File: src/include/sweep_acq_defines.svh
`ifndef SWEEP_ACQ_DEFINES_SVH
`define SWEEP_ACQ_DEFINES_SVH

`define SWEEP_SAMPLE_W   16  // adc sample
`define SWEEP_FREQ_W     24  // synthesizer tuning word
`define SWEEP_CNT_W      16  // point and settle counters
`define SWEEP_FIFO_DEPTH 16

`define AXIL_ADDR_W 8
`define AXIL_DATA_W 32

// byte offsets
`define REG_CTRL   8'h00  // bit 0 = start
`define REG_START  8'h04
`define REG_STEP   8'h08
`define REG_POINTS 8'h0C
`define REG_SETTLE 8'h10
`define REG_STATUS 8'h14  // busy, done, empty, full, level at 12:8
`define REG_DATA   8'h18  // read pops one sample

`endif

File: src/hdl/sweep_acq_pkg.sv
`include "sweep_acq_defines.svh"

package sweep_acq_pkg;

  typedef logic [`SWEEP_SAMPLE_W-1:0] sample_t;
  typedef logic [`SWEEP_FREQ_W-1:0] freq_code_t;
  typedef logic [`SWEEP_CNT_W-1:0] cnt_t;
  typedef logic [$clog2(`SWEEP_FIFO_DEPTH+1)-1:0] fifo_level_t;  // 0..depth
  typedef logic [`AXIL_ADDR_W-1:0] axil_addr_t;
  typedef logic [`AXIL_DATA_W-1:0] axil_data_t;
  typedef logic [1:0] axil_resp_t;

  typedef struct packed {
    axil_addr_t awaddr;
    logic       awvalid;
    axil_data_t wdata;
    logic       wvalid;
    logic       bready;
    axil_addr_t araddr;
    logic       arvalid;
    logic       rready;
  } axil_req_t;

  typedef struct packed {
    logic       awready;
    logic       wready;
    axil_resp_t bresp;
    logic       bvalid;
    logic       arready;
    axil_data_t rdata;
    axil_resp_t rresp;
    logic       rvalid;
  } axil_rsp_t;

  typedef struct packed {
    freq_code_t start_code;
    freq_code_t step_code;
    cnt_t       points;
    cnt_t       settle;
  } sweep_cfg_t;

  typedef enum logic [1:0] {
    SEQ_IDLE,
    SEQ_SETTLE,
    SEQ_CAPTURE,
    SEQ_STEP
  } seq_state_t;

endpackage

File: src/hdl/sweep_acq_fifo.sv
`timescale 1ns/10ps
`include "sweep_acq_defines.svh"

module sweep_acq_fifo #(
  parameter int DEPTH = `SWEEP_FIFO_DEPTH
) (
  input  logic                        clk,
  input  logic                        rst_n,
  input  logic                        wr_en,
  input  sweep_acq_pkg::sample_t      wdata,
  input  logic                        rd_en,
  output sweep_acq_pkg::sample_t      rdata,
  output logic                        full,
  output logic                        empty,
  output sweep_acq_pkg::fifo_level_t  level
);

  localparam int AW = $clog2(DEPTH);
  localparam logic [AW:0] PTR_ONE = 1;

  sweep_acq_pkg::sample_t mem [DEPTH];

  logic [AW:0] wr_ptr;  // msb is the wrap bit
  logic [AW:0] rd_ptr;
  logic        do_wr;
  logic        do_rd;

  assign do_wr = wr_en && !full;
  assign do_rd = rd_en && !empty;

  // same index, wrap bits differ => full
  assign empty = (wr_ptr == rd_ptr);
  assign full  = (wr_ptr[AW] != rd_ptr[AW]) && (wr_ptr[AW-1:0] == rd_ptr[AW-1:0]);
  assign level = sweep_acq_pkg::fifo_level_t'(wr_ptr - rd_ptr);

  always_ff @(posedge clk or negedge rst_n) begin
    if (!rst_n) begin
      wr_ptr <= '0;
      rd_ptr <= '0;
    end else begin
      if (do_wr) begin
        wr_ptr <= wr_ptr + PTR_ONE;
      end
      if (do_rd) begin
        rd_ptr <= rd_ptr + PTR_ONE;
      end
    end
  end

  always_ff @(posedge clk) begin
    if (do_wr) begin
      mem[wr_ptr[AW-1:0]] <= wdata;
    end
    if (do_rd) begin
      rdata <= mem[rd_ptr[AW-1:0]];  // valid the cycle after rd_en
    end
  end

  // producers are expected to respect the flags
  a_no_write_full: assert property (@(posedge clk) disable iff (!rst_n)
    full |-> !wr_en)
    else $error("fifo written while full");

  a_no_read_empty: assert property (@(posedge clk) disable iff (!rst_n)
    empty |-> !rd_en)
    else $error("fifo read while empty");

endmodule

File: src/hdl/sweep_sequencer.sv
`timescale 1ns/10ps

module sweep_sequencer (
  input  logic                       clk,
  input  logic                       rst_n,
  input  sweep_acq_pkg::sweep_cfg_t  cfg,
  input  logic                       start,
  input  sweep_acq_pkg::sample_t     adc_data,
  input  logic                       adc_valid,
  input  logic                       fifo_full,
  output sweep_acq_pkg::freq_code_t  freq_code,
  output logic                       freq_load,
  output logic                       wr_en,
  output sweep_acq_pkg::sample_t     wdata,
  output logic                       busy,
  output logic                       done
);

  sweep_acq_pkg::seq_state_t state;
  sweep_acq_pkg::cnt_t       settle_cnt;
  sweep_acq_pkg::cnt_t       pts_left;
  logic                      take;

  // accept a sample only when the fifo has room
  assign take = (state == sweep_acq_pkg::SEQ_CAPTURE) && adc_valid && !fifo_full;

  always_ff @(posedge clk or negedge rst_n) begin
    if (!rst_n) begin
      state      <= sweep_acq_pkg::SEQ_IDLE;
      freq_code  <= '0;
      freq_load  <= 1'b0;
      wr_en      <= 1'b0;
      busy       <= 1'b0;
      done       <= 1'b0;
      settle_cnt <= '0;
      pts_left   <= '0;
    end else begin
      freq_load <= 1'b0;
      wr_en     <= 1'b0;
      case (state)
        sweep_acq_pkg::SEQ_IDLE: begin
          if (start) begin
            if (cfg.points == '0) begin
              done <= 1'b1;  // empty sweep, no loads
            end else begin
              done       <= 1'b0;
              busy       <= 1'b1;
              freq_code  <= cfg.start_code;
              freq_load  <= 1'b1;
              settle_cnt <= '0;
              pts_left   <= cfg.points;
              state      <= sweep_acq_pkg::SEQ_SETTLE;
            end
          end
        end
        sweep_acq_pkg::SEQ_SETTLE: begin
          if (settle_cnt == cfg.settle) begin
            state <= sweep_acq_pkg::SEQ_CAPTURE;
          end else begin
            settle_cnt <= settle_cnt + sweep_acq_pkg::cnt_t'(1);
          end
        end
        sweep_acq_pkg::SEQ_CAPTURE: begin
          if (take) begin
            wr_en <= 1'b1;  // push lands next cycle
            state <= sweep_acq_pkg::SEQ_STEP;
          end
        end
        sweep_acq_pkg::SEQ_STEP: begin
          if (pts_left == sweep_acq_pkg::cnt_t'(1)) begin
            busy  <= 1'b0;
            done  <= 1'b1;
            state <= sweep_acq_pkg::SEQ_IDLE;
          end else begin
            pts_left   <= pts_left - sweep_acq_pkg::cnt_t'(1);
            freq_code  <= freq_code + cfg.step_code;  // wraps mod 2^24
            freq_load  <= 1'b1;
            settle_cnt <= '0;
            state      <= sweep_acq_pkg::SEQ_SETTLE;
          end
        end
        default: state <= sweep_acq_pkg::SEQ_IDLE;
      endcase
    end
  end

  always_ff @(posedge clk) begin
    if (take) begin
      wdata <= adc_data;
    end
  end

  a_no_push_full: assert property (@(posedge clk) disable iff (!rst_n)
    wr_en |-> !fifo_full)
    else $error("sample pushed into a full fifo");

  a_load_busy: assert property (@(posedge clk) disable iff (!rst_n)
    freq_load |-> busy)
    else $error("freq_load outside a sweep");

endmodule

File: src/hdl/sweep_acq_regs.sv
`timescale 1ns/10ps
`include "sweep_acq_defines.svh"

module sweep_acq_regs (
  input  logic                         clk,
  input  logic                         rst_n,
  input  sweep_acq_pkg::axil_req_t     axil_req,
  output sweep_acq_pkg::axil_rsp_t     axil_rsp,
  output sweep_acq_pkg::sweep_cfg_t    cfg,
  output logic                         start,
  input  logic                         busy,
  input  logic                         done,
  output logic                         fifo_rd_en,
  input  sweep_acq_pkg::sample_t       fifo_rdata,
  input  logic                         fifo_empty,
  input  logic                         fifo_full,
  input  sweep_acq_pkg::fifo_level_t   fifo_level
);

  logic                      wr_fire;
  logic                      rd_fire;
  logic                      bvalid;
  logic                      rvalid;
  logic                      rd_pend;  // AR taken, data next cycle
  logic                      rd_pop;
  sweep_acq_pkg::axil_addr_t rd_addr;
  sweep_acq_pkg::axil_data_t rdata;
  sweep_acq_pkg::axil_data_t status;
  sweep_acq_pkg::axil_data_t rd_word;

  // aw and w taken together
  assign wr_fire = axil_req.awvalid && axil_req.wvalid && !bvalid;
  assign rd_fire = axil_req.arvalid && !rd_pend && !rvalid;

  assign fifo_rd_en = rd_fire && (axil_req.araddr == `REG_DATA) && !fifo_empty;

  always_comb begin
    status = '0;
    status[0] = busy;
    status[1] = done;
    status[2] = fifo_empty;
    status[3] = fifo_full;
    status[8 +: $bits(sweep_acq_pkg::fifo_level_t)] = fifo_level;
  end

  always_comb begin
    case (rd_addr)
      `REG_START:  rd_word = sweep_acq_pkg::axil_data_t'(cfg.start_code);
      `REG_STEP:   rd_word = sweep_acq_pkg::axil_data_t'(cfg.step_code);
      `REG_POINTS: rd_word = sweep_acq_pkg::axil_data_t'(cfg.points);
      `REG_SETTLE: rd_word = sweep_acq_pkg::axil_data_t'(cfg.settle);
      `REG_STATUS: rd_word = status;
      `REG_DATA:   rd_word = rd_pop ? sweep_acq_pkg::axil_data_t'(fifo_rdata) : '0;
      default:     rd_word = '0;  // ctrl and holes
    endcase
  end

  always_ff @(posedge clk or negedge rst_n) begin
    if (!rst_n) begin
      cfg     <= '0;
      start   <= 1'b0;
      bvalid  <= 1'b0;
      rvalid  <= 1'b0;
      rd_pend <= 1'b0;
      rd_pop  <= 1'b0;
    end else begin
      start <= 1'b0;
      if (wr_fire) begin
        bvalid <= 1'b1;
        case (axil_req.awaddr)
          `REG_CTRL:   start <= axil_req.wdata[0] && !busy;
          `REG_START:  cfg.start_code <= sweep_acq_pkg::freq_code_t'(axil_req.wdata);
          `REG_STEP:   cfg.step_code <= sweep_acq_pkg::freq_code_t'(axil_req.wdata);
          `REG_POINTS: cfg.points <= sweep_acq_pkg::cnt_t'(axil_req.wdata);
          `REG_SETTLE: cfg.settle <= sweep_acq_pkg::cnt_t'(axil_req.wdata);
          default: ;  // ignored, still OKAY
        endcase
      end else if (axil_req.bready) begin
        bvalid <= 1'b0;
      end

      rd_pend <= rd_fire;
      rd_pop  <= fifo_rd_en;
      if (rd_pend) begin
        rvalid <= 1'b1;
      end else if (axil_req.rready) begin
        rvalid <= 1'b0;
      end
    end
  end

  always_ff @(posedge clk) begin
    if (rd_fire) begin
      rd_addr <= axil_req.araddr;
    end
    if (rd_pend) begin
      rdata <= rd_word;
    end
  end

  assign axil_rsp.awready = wr_fire;
  assign axil_rsp.wready  = wr_fire;
  assign axil_rsp.bresp   = 2'b00;  // OKAY
  assign axil_rsp.bvalid  = bvalid;
  assign axil_rsp.arready = rd_fire;
  assign axil_rsp.rdata   = rdata;
  assign axil_rsp.rresp   = 2'b00;
  assign axil_rsp.rvalid  = rvalid;

  a_rvalid_hold: assert property (@(posedge clk) disable iff (!rst_n)
    rvalid && !axil_req.rready |=> rvalid)
    else $error("rvalid dropped before rready");

  a_bvalid_hold: assert property (@(posedge clk) disable iff (!rst_n)
    bvalid && !axil_req.bready |=> bvalid)
    else $error("bvalid dropped before bready");

endmodule

File: src/hdl/sweep_acq_top.sv
`timescale 1ns/10ps

module sweep_acq_top (
  input  logic                       clk,
  input  logic                       rst_n,
  input  sweep_acq_pkg::axil_req_t   axil_req,
  output sweep_acq_pkg::axil_rsp_t   axil_rsp,
  input  sweep_acq_pkg::sample_t     adc_data,
  input  logic                       adc_valid,
  output sweep_acq_pkg::freq_code_t  freq_code,
  output logic                       freq_load
);

  sweep_acq_pkg::sweep_cfg_t  cfg;
  logic                       start;
  logic                       busy;
  logic                       done;
  logic                       fifo_wr_en;
  sweep_acq_pkg::sample_t     fifo_wdata;
  logic                       fifo_rd_en;
  sweep_acq_pkg::sample_t     fifo_rdata;
  logic                       fifo_full;
  logic                       fifo_empty;
  sweep_acq_pkg::fifo_level_t fifo_level;

  sweep_acq_regs u_regs (
    .clk        (clk),
    .rst_n      (rst_n),
    .axil_req   (axil_req),
    .axil_rsp   (axil_rsp),
    .cfg        (cfg),
    .start      (start),
    .busy       (busy),
    .done       (done),
    .fifo_rd_en (fifo_rd_en),
    .fifo_rdata (fifo_rdata),
    .fifo_empty (fifo_empty),
    .fifo_full  (fifo_full),
    .fifo_level (fifo_level)
  );

  sweep_sequencer u_seq (
    .clk       (clk),
    .rst_n     (rst_n),
    .cfg       (cfg),
    .start     (start),
    .adc_data  (adc_data),
    .adc_valid (adc_valid),
    .fifo_full (fifo_full),
    .freq_code (freq_code),
    .freq_load (freq_load),
    .wr_en     (fifo_wr_en),
    .wdata     (fifo_wdata),
    .busy      (busy),
    .done      (done)
  );

  sweep_acq_fifo u_fifo (
    .clk   (clk),
    .rst_n (rst_n),
    .wr_en (fifo_wr_en),
    .wdata (fifo_wdata),
    .rd_en (fifo_rd_en),
    .rdata (fifo_rdata),
    .full  (fifo_full),
    .empty (fifo_empty),
    .level (fifo_level)
  );

endmodule

File: config.mk
export PLATFORM = sky130hd
export DESIGN_NAME = sweep_acq_top
export DESIGN_NICKNAME = d
export VERILOG_FILES = /design/src/hdl/sweep_acq_pkg.sv /design/src/hdl/sweep_acq_fifo.sv /design/src/hdl/sweep_sequencer.sv /design/src/hdl/sweep_acq_regs.sv /design/src/hdl/sweep_acq_top.sv
export VERILOG_INCLUDE_DIRS = /design/src /design/src/include
export SDC_FILE = /design/constraint.sdc
export NUM_CORES = 1
export LEC_CHECK = 0
export ABC_AREA = 1
export BUFFER_PORTS_ARGS = -buffer_cell sky130_fd_sc_hd__buf_2
export CORE_MARGIN = 5
export CORE_UTILIZATION = 66
export DETAILED_ROUTE_END_ITERATION = 8
export PLACE_DENSITY = 0.85
export RECOVER_POWER = 25
export SETUP_SLACK_MARGIN = 0.15
export SYNTH_ARGS = -nofsm -noshare
export SYNTH_HDL_FRONTEND = slang
export SYNTH_HIERARCHICAL = 1
export SYNTH_SLANG_ARGS = --single-unit
File: constraint.sdc
create_clock -name clk -period 8.5 [get_ports clk]
set_clock_uncertainty 0.05 [all_clocks]
set_input_delay 0.85 -clock clk [delete_from_list [all_inputs] [get_ports clk]]
set_output_delay 0.85 -clock clk [all_outputs]
set_load 0.02 [all_outputs]
==> impl_metrics.ini, run 1 <==
[clock_tree]
cts_buffers = 49
clock_latency_ns = 0.61
cts_root_buf = clkbuf_16
cts_tree = built
h-tree-depth = 2
ctsLongestPathBuffers = 3
clk_pin_slew_worst_paths_ns = 0.06
clock_sinks = 477
cts_setup_buffers = 0
cts.repair.resized = 0
cts_hold_buf = 0

[placement]
portBuffers = 117
place.gp.congestion = 0.938
placed_area_mm2 = 0.0250
dp_hpwl_mm = 40.7
dp_cells = 3299

[synth]
async_flop_share_pct = 32.9
syn_avg_cell_area_um2 = 8.70
synthesis.instances = 2800
synth_top_area_share_pct = 39.4
ys.warnings.count = 6
synth.distinct_cells = 47
synthTopCellsByArea = edfxtp_1 39%, dfrtp_1 16%, nand2_1 15%, nand3_1 6.7%, inv_1 6.3%
yosysTopAreaCell = edfxtp_1
synth_seq_cells = 477
synth_area_mm2 = 0.0244
ys_seq_area_share_pct = 55.5
ys.flop_type = edfxtp_1
synth_edf_count = 320

[drt]
routed-via-count = 19600
drt_first_pass_iters = 7
drt-wirelength-per-cell_um = 18.6
viasPerCell = 5.78
drcViolationCount = 0
postRouteAntennaNets = 0
drtIter0Drc = 2231
wl_mm = 63.1

[floorplanning]
io_pins = 138
die_area_mm2 = 0.0409
rows = 70
core_mm2 = 0.0365
die_w_um = 202
die_h_um = 202
start_util_pct = 66.7

[critical_path]
cpMaxStageDelayCell = clkbuf_1
path_delay_family = buffers and inverters
path_cells = clkbuf_1, buf_4
crit_path_end_kind = asynchronous set/reset pin
critPathKind = input port to asynchronous set/reset pin
required_ns = 8.88
worst-path-max-fanout = 84
critPathBufInv = 2
critPathMaxStageDelay_ns = 2.90
arrival_ns = 5.02
cp-start-kind = input port

[global_routing]
grt_pass1_vias = 19300
gr-total-overflow = 0
grt_pass1_wl_mm = 98.9
antenna_found_initial = 0
track_usage_pct = 30.2
grt_max_degree = 111

[final_layout]
fin_cells = 3389
fill_cells = 2548
layout_common_cells = 954 x nand2_1, 411 x inv_1, 325 x nand3_1, 320 x edfxtp_1, 155 x dfrtp_1
drive_gt1_share_pct = 10.3
final_common_cell = nand2_1
num_antenna_cells = 0
fin_area_mm2 = 0.0266
finalNetCount = 2996
area_growth_pct = 9.08

[sta]
setup_viol = 0
relSlewSlack_pct = -180
worst_pin_slew_ns = 4.20
fin_crit_sh_pct = 54.6
clock.fmax_mhz = 215
slew_violations = 75
setup_tns_ns = 0
hold_viol = 0
rsz0062_at_grt = false
period_minus_slack_ns = 4.64

[min_path]
hold_path.class = input port to flip-flop

[power]
p_leak_nw = 12.6
p_per_area_mw_per_mm2 = 193
ir_drop_mv = 0.193

[run_status]
status = complete, but fails checks
failed_checks = capacitance limit, slew limit

[flow_run]
drv_cap = 1
[flip-flops by register name, indices dropped and copies added (netlist names), 8 cells and up]
name	count
u_seq/freq_code	24
u_seq/pts_left	16
u_regs/rdata	24
u_seq/wdata	16
u_seq/settle_cnt	16
u_regs/rd_addr	8
u_regs/cfg	80
u_fifo/rdata	16
u_fifo/mem	256
[through the flow]
step | total power [mW] | hold slack (ns) | utilization [%] | setup WS [ns]
2_1_floorplan | 2.88 | 0.401 | - | 5.67
3_3_place_gp | 2.97 | 0.433 | 68.4 | 4.53
3_5_place_dp | 2.99 | 0.443 | 68.4 | 4.28
4_1_cts | 5.14 | 0.254 | 72.8 | 4.23
5_1_grt | 5.28 | 0.352 | 72.8 | 2.94
6_report | 5.12 | 0.367 | 72.8 | 3.86
[logic make-up (layout without fill, tap and decap cells)]
kind of cell    Yosys count  after routing  share of synthesized area (%)
simple gates           1533           1533                           27.1
buf+inv                 546            656                           9.91
flops                   477            477                           55.5
compound gates          159            159                           3.70
fa+ha+maj                42             42                           2.22
xor+xnor                 41             41                           1.47
other cells               1             12                         0.0154
mux                       1              1                         0.0411
[report_power, final]
part,internal [mW],total [mW],leakage [nW],switching [mW]
Combinational,0.107,0.392,6.70,0.285
Clock,1.25,2.16,0.799,0.916
Sequential,2.51,2.56,5.07,0.0501
Total,3.87,5.12,12.6,1.25
[synth_stat cells, types with 11 or more instances]
master / number
clkbuf_1: 13
xor2_1: 17
nand3_1: 325
nand3b_1: 13
buf_2: 45
nor2_4: 11
o21ai_2: 18
edfxtp_1: 320
buf_6: 20
nand2_1: 954
o21ai_0: 27
buf_4: 35
ha_1: 40
nor2_1: 153
dfrtp_1: 157
inv_1: 412
a21oi_1: 24
nand4_1: 15
o21ai_1: 74
xnor2_1: 24
[final cells by class]
cell class                      instances  area [µm²]  area share, %
Tap cell                              468         586           2.20
Multi-Input combinational cell       1788        8470           31.8
Sequential cell                       477       13500           50.9
Inverter                              423        1590           5.98
Clock buffer                           61        1300           4.89
Clock inverter                         29         323           1.21
Timing Repair Buffer                  143         777           2.92
[per-layer routing]
layer | global-route usage, % | wire, µm | up-vias
met5 | 0 | 0 | -
met2 | 52.6 | 31100 | 1079
met1 | 36.6 | 22900 | 9230
met3 | 4.73 | 5440 | 260
li1 | - | - | 9029
met4 | 15.3 | 3630 | 0
[worst paths after layout]
check	start	endpoint	slack, ns	cells after the start
max in group clk	u_fifo/rd_ptr[2]	u_fifo/mem[13][10]	4.03	11
min in group asynchronous	rst_n	u_seq/freq_load	1.69	1
setup reg to reg	u_fifo/rd_ptr[2]	u_fifo/mem[13][10]	4.03	11
setup / recovery	rst_n	u_fifo/rd_ptr[0]	3.86	2
hold / removal	adc_data[15]	u_seq/wdata[15]	0.37	1
hold reg to reg	u_regs/cfg[75]	u_regs/cfg[75]	0.46	2
Note: power is estimated with default switching activity, not from simulation.
==> inputs of run 2 (changes only) <==
ABC_AREA = 0   (was 1)
CORE_UTILIZATION = 55   (was 66)
PLACE_DENSITY = 0.76   (was 0.85)
clock period = 4.2 ns   (was 8.5 ns; I/O delays follow)
==> run 2 against run 1 <==
Compared with the run above:
- the flow still finishes with violations (capacitance limit, slew limit)
- setup slack got worse by 2.8 ns
- synthesized cell count shrank 47%
- sequential power up 130%
- sequential cell count did not move
- via count is 31% lower
- synthesized area shrank 12%
- non-clock buffer count rose by 37
- total power grew 140%
- hold slack got worse by 0.34 ns
- core utilization fell by 9.6 points
- largest cell class unchanged
- largest power group unchanged
==> impl_metrics.ini, run 2 <==
[run_status]
status = complete, but fails checks
failed_checks = capacitance limit, slew limit

[critical_path]
arrival_ns = 3.59
worst-path-max-fanout = 22
crit_path_end_kind = flip-flop
critPathKind = flip-flop to flip-flop
required_ns = 4.62
cp-start-kind = flip-flop

[global_routing]
gr-total-overflow = 0
grt_max_degree = 84
grt_pass1_wl_mm = 80.3
grt_pass1_vias = 13500
antenna_found_initial = 0
track_usage_pct = 23.9

[sta]
relSlewSlack_pct = -40.4
clock.fmax_mhz = 316
slew_violations = 106
period_minus_slack_ns = 3.17
worst_pin_slew_ns = 2.11
hold_viol = 0
setup_viol = 0
rsz0062_at_grt = false
fin_crit_sh_pct = 75.4
setup_tns_ns = 0
setup_ws_ns = 1.03

[final_layout]
largest_reg_flops = 256
area_growth_pct = 13.3
seq_area_mm2 = 0.0135
layout_common_cells = 320 x edfxtp_1, 155 x dfrtp_1, 108 x buf_2, 86 x mux2_2, 75 x nand2_1
num_antenna_cells = 0
final_common_cell = edfxtp_1
utilization_pct = 63.1
finalNetCount = 1747
drive_gt1_share_pct = 22.0
multiInputGateArea_mm2 = 0.00745
fill_cells = 2777

[clock_tree]
cts_root_buf = clkbuf_16
clk_pin_slew_worst_paths_ns = 0.06
cts_tree = built
clock_latency_ns = 0.61
cts_buffers = 47
h-tree-depth = 2
clock_sinks = 477
cts_setup_buffers = 0
ctsLongestPathBuffers = 3

[synth]
yosys.cell_count.top_type = edfxtp_1
yosys-top-cells-count = 320 x edfxtp_1, 157 x dfrtp_1, 86 x mux2_2
syn_avg_cell_area_um2 = 14.5
synth_area_mm2 = 0.0215
synthTopCellsByArea = edfxtp_1 45%, dfrtp_1 18%, mux2_2 4.5%, mux4_2 3.9%, mux2i_1 3.0%
synth_top_area_share_pct = 44.6
ys.warnings.count = 6
yosysTopAreaCell = edfxtp_1
ys_seq_area_share_pct = 62.9
synth.distinct_cells = 81
synth_seq_cells = 477
ys.flop_type = edfxtp_1
synth_edf_count = 320
async_flop_share_pct = 32.9
synthesis.instances = 1480

[placement]
dp_slack_ns = 1.07
portBuffers = 117
dp_hpwl_mm = 34.2
place.gp.congestion = 0.909

[power]
p_leak_nw = 9.65
ir_drop_mv = 0.406
p_per_area_mw_per_mm2 = 511
power_mw = 12.5

[drt]
drcViolationCount = 0
postRouteAntennaNets = 0
drtIter0Drc = 1496
drt_first_pass_iters = 5
viasPerCell = 6.21
routed-via-count = 13600
wl_mm = 52.5
drt-wirelength-per-cell_um = 24.0

[min_path]
hold_path.class = input port to flip-flop

[floorplanning]
io_pins = 138
start_util_pct = 55.7
die_w_um = 208
die_area_mm2 = 0.0432
die_h_um = 208
rows = 72
core_mm2 = 0.0386

[flow_run]
drv_cap = 2
[run 2: cell count changes after synthesis, moves of 20 or more]
| cell | change |
|---|---|
| nand2_1 | -879 |
| inv_1 | -383 |
| nand3_1 | -308 |
| nor2_1 | -103 |
| mux2_2 | +86 |
| mux2i_1 | +63 |
| a21oi_1 | +49 |
| o21ai_1 | -42 |
| mux4_2 | +37 |
| o21ai_0 | +30 |
| a22oi_1 | +25 |
| buf_2 | -23 |
| and3_1 | +20 |
[run 2: cell families (layout without fill, tap and decap cells)]
family | count (synthesis) | after routing | share of synthesized area, %
AND/OR/NAND/NOR | 278 | 278 | 6.95
flip-flops | 477 | 477 | 62.9
adder cells (fa/ha/maj) | 42 | 42 | 2.51
XOR/XNOR | 47 | 47 | 1.95
other | 1 | 12 | 0.0174
buffers and inverters | 116 | 294 | 3.03
AO/OA/AOI/OAI | 311 | 311 | 9.29
multiplexers | 208 | 208 | 13.4
[run 2: timing repair]
action | 4_1_cts | 5_1_grt
hold endpoints to repair | 105 | 0
setup endpoints to repair | 0 | 0
hold buffers | 25 | 0
gates resized for setup | 0 | 0
[run 2: worst paths after layout]
| check | from | cells after the start | slack, ns | to |
|---|---|---|---|---|
| setup / recovery | u_fifo/wr_ptr[3] | 9 | 1.03 | u_fifo/rd_ptr[3] |
| hold / removal | axil_req[34] | 2 | 0.03 | u_regs/cfg[54] |
| setup reg to reg | u_fifo/wr_ptr[3] | 9 | 1.03 | u_fifo/rd_ptr[3] |
| hold reg to reg | u_seq/freq_code[6] | 2 | 0.46 | u_seq/freq_code[6] |
| max in group asynchronous | rst_n | 2 | 1.62 | u_fifo/rd_ptr[0] |
| min in group asynchronous | rst_n | 2 | 0.89 | u_regs/bvalid |
[run 2: area by class of cell]
class | count | share of cell area (%)
clock buffers | 63 | 5.28
clock inverters | 22 | 0.995
inverters | 29 | 0.446
multi-input cells | 898 | 30.5
flip-flops and latches | 477 | 55.5
well taps | 518 | 2.66
repair buffers | 180 | 4.62
[run 2: power by group]
part / leakage [nW] / internal (mW) / total (mW) / switching [mW]
logic: 3.87 / 0.894 / 2.52 / 1.63
clock network: 0.748 / 2.37 / 4.17 / 1.80
registers: 5.03 / 5.44 / 5.79 / 0.358
total: 9.65 / 8.70 / 12.5 / 3.79
[run 2: critical path: stages (launching register included)]
cell and delay, ns:
dfrtp_1 0.69, ha_1 0.38, and4_1 0.22, and2_1 0.19
nand4bb_1 0.21, nor4_1 0.47, a21boi_2 0.24, buf_4 0.29
nand3_1 0.14, xnor2_1 0.17
[run 2: routing by layer]
layer	global-route usage, %	vias up	routed length [µm]
li1	-	6018	-
met1	32.7	6857	20900
met2	39.1	607	25700
met3	4.13	107	3910
met4	8.61	0	1910
met5	0	-	0
[run 2: metrics by stage]
stage	hold WS, ns	area (µm²)	std cells
2_1_floorplan	0.0744	21600	1491
3_3_place_gp	0.430	22600	2077
3_5_place_dp	0.444	22600	2077
4_1_cts	0.00111	24400	2187
5_1_grt	0.00920	24400	2187
6_report	0.0251	24400	2187
==> inputs of run 3 (changes only) <==
CORE_UTILIZATION = 61   (was 55)
PLACE_DENSITY = 0.8   (was 0.76)
clock period = 3.2 ns   (was 4.2 ns; I/O delays follow)
==> run 3 against run 2 <==
Compared with the run above:
- the run still ends with capacitance limit, slew limit left
- die area shrank 9.4%
- first-iteration DRC count shrank 9.0%
- global-route usage grew 4.7 points
- sequential cell count is the same
- cell count shrank 1.3%
- setup slack lost 0.68 ns
- combinational power grew 40%
- critical path type unchanged
==> impl_metrics.ini, run 3 (synthesis gave the netlist of run 2 again) <==
[run_status]
status = complete, but fails checks
failed_checks = capacitance limit, slew limit

[final_layout]
seq_area_mm2 = 0.0135
fin_area_mm2 = 0.0248
fill_cells = 2247
multiInputGateArea_mm2 = 0.00745
drive_gt1_share_pct = 22.9
finalNetCount = 1782
num_antenna_cells = 0
layout_common_cells = 320 x edfxtp_1, 155 x dfrtp_1, 103 x buf_2, 86 x mux2_2, 75 x nand2_1
final_common_cell = edfxtp_1
area_growth_pct = 15.0
utilization_pct = 71.3
largest_reg_flops = 256

[critical_path]
cp-start-kind = flip-flop
path_cells = inv_1, ha_1, nor2b_1, or4b_1, nor2_2, nor3_2, nand4_2, o311ai_0, o41ai_1
timing.rr.end = u_seq/settle_cnt[15]
ff2ff_path_depth = 9
worst-path-max-fanout = 9
arrival_ns = 3.26
critPathKind = flip-flop to flip-flop
crit_path_end_kind = flip-flop
critPathMaxStageDelay_ns = 0.55
timing.rr.start = u_seq/pts_left[1]
required_ns = 3.61
rrSetupSlack_ns = 0.36
cpMaxStageDelayCell = nor3_2

[clock_tree]
clock_latency_ns = 0.60
cts_tree = built
h-tree-depth = 2
clock_sinks = 477
cts_setup_buffers = 0
cts.repair.resized = 0
clk_pin_slew_worst_paths_ns = 0.06
ctsLongestPathBuffers = 3
cts_hold_buf = 41
cts_buffers = 47
cts_root_buf = clkbuf_16

[global_routing]
gr-total-overflow = 0
track_usage_pct = 28.6
grt_pass1_wl_mm = 84.6
grt_max_degree = 84
antenna_found_initial = 1
grt_pass1_vias = 14200

[power]
p_leak_nw = 9.84
ir_drop_mv = 0.525
p_per_area_mw_per_mm2 = 675
power_mw = 16.7

[drt]
drtIter0Drc = 1361
viasPerCell = 6.50
drt_first_pass_iters = 6
postRouteAntennaNets = 0
routed-via-count = 14000
drt-wirelength-per-cell_um = 25.8
drcViolationCount = 0
wl_mm = 55.8

[sta]
relSlewSlack_pct = -37.5
hold_slack_ns = 0.0195
rsz0062_at_grt = false
period_minus_slack_ns = 2.84
hold_viol = 0
fin_crit_sh_pct = 88.9
clock.fmax_mhz = 352
setup_viol = 0
worst_pin_slew_ns = 2.06
slew_violations = 80

[floorplanning]
io_pins = 138
rows = 68
die_area_mm2 = 0.0392
die_h_um = 198
die_w_um = 198
start_util_pct = 62.0
core_mm2 = 0.0347

[min_path]
worstHoldEndpoint = u_regs/bvalid
hold_depth = 3
hold_start = axil_req[44]
hold_path.class = input port to flip-flop

[placement]
portBuffers = 117
placed_area_mm2 = 0.0228
dp_hpwl_mm = 36.0
place.gp.congestion = 0.922

[flow_run]
drv_cap = 1
==> run 3: worst max-delay path by stage <==
stage	endpoint	slack, ns	cells after the start	from
5_1_grt	u_seq/settle_cnt[15]	0.20	9	u_seq/pts_left[1]
3_5_place_dp	u_seq/settle_cnt[13]	0.43	7	u_regs/cfg[20]
6_report	u_seq/settle_cnt[15]	0.36	9	u_seq/pts_left[1]
4_1_cts	u_seq/settle_cnt[13]	0.41	7	u_seq/pts_left[5]
2_1_floorplan	u_fifo/mem[7][0]	-0.23	9	u_fifo/rd_ptr[2]
3_3_place_gp	u_seq/settle_cnt[13]	0.43	7	u_regs/cfg[19]
==> run 3: power by group <==
part,switching (mW),leakage (nW),internal [mW]
clock,2.43,0.770,3.19
combinational,2.24,4.04,1.29
sequential,0.445,5.03,7.13
total,5.11,9.84,11.6
==> run 3: final cells by class <==
type,instances,area share (%)
repair buffers,215,6.08
clock buffers,57,5.15
multi-input cells,898,30.1
well taps,455,2.30
clock inverters,28,1.24
inverters,29,0.440
flip-flops and latches,477,54.7
==> run 3: per-stage QoR <==
step / setup slack (ns) / instances / TNS (ns)
after CTS: 0.409 / 2159 / 0
final: 0.356 / 2159 / 0
after detailed placement: 0.430 / 2033 / 0
after floorplan: -0.227 / 1491 / -14.01
after global routing: 0.195 / 2159 / 0
after global placement: 0.434 / 2033 / 0
==> run 3: per-layer routing <==
layer,up-vias,track usage [%],wire length [µm]
met5,-,0,0
met4,0,11.6,2410
met3,144,5.72,4810
met2,751,47.2,27500
met1,7059,37.6,21100
li1,6085,-,-
==> run 3: worst max-delay path: cells and delay by family, from the launching register on <==
kind / cells / cell delay, ns
AND/OR/NAND/NOR: 5 / 1.39
AO/OA/AOI/OAI: 2 / 0.61
flip-flops: 1 / 0.37
adder cells (fa/ha/maj): 1 / 0.18
buffers and inverters: 1 / 0.09
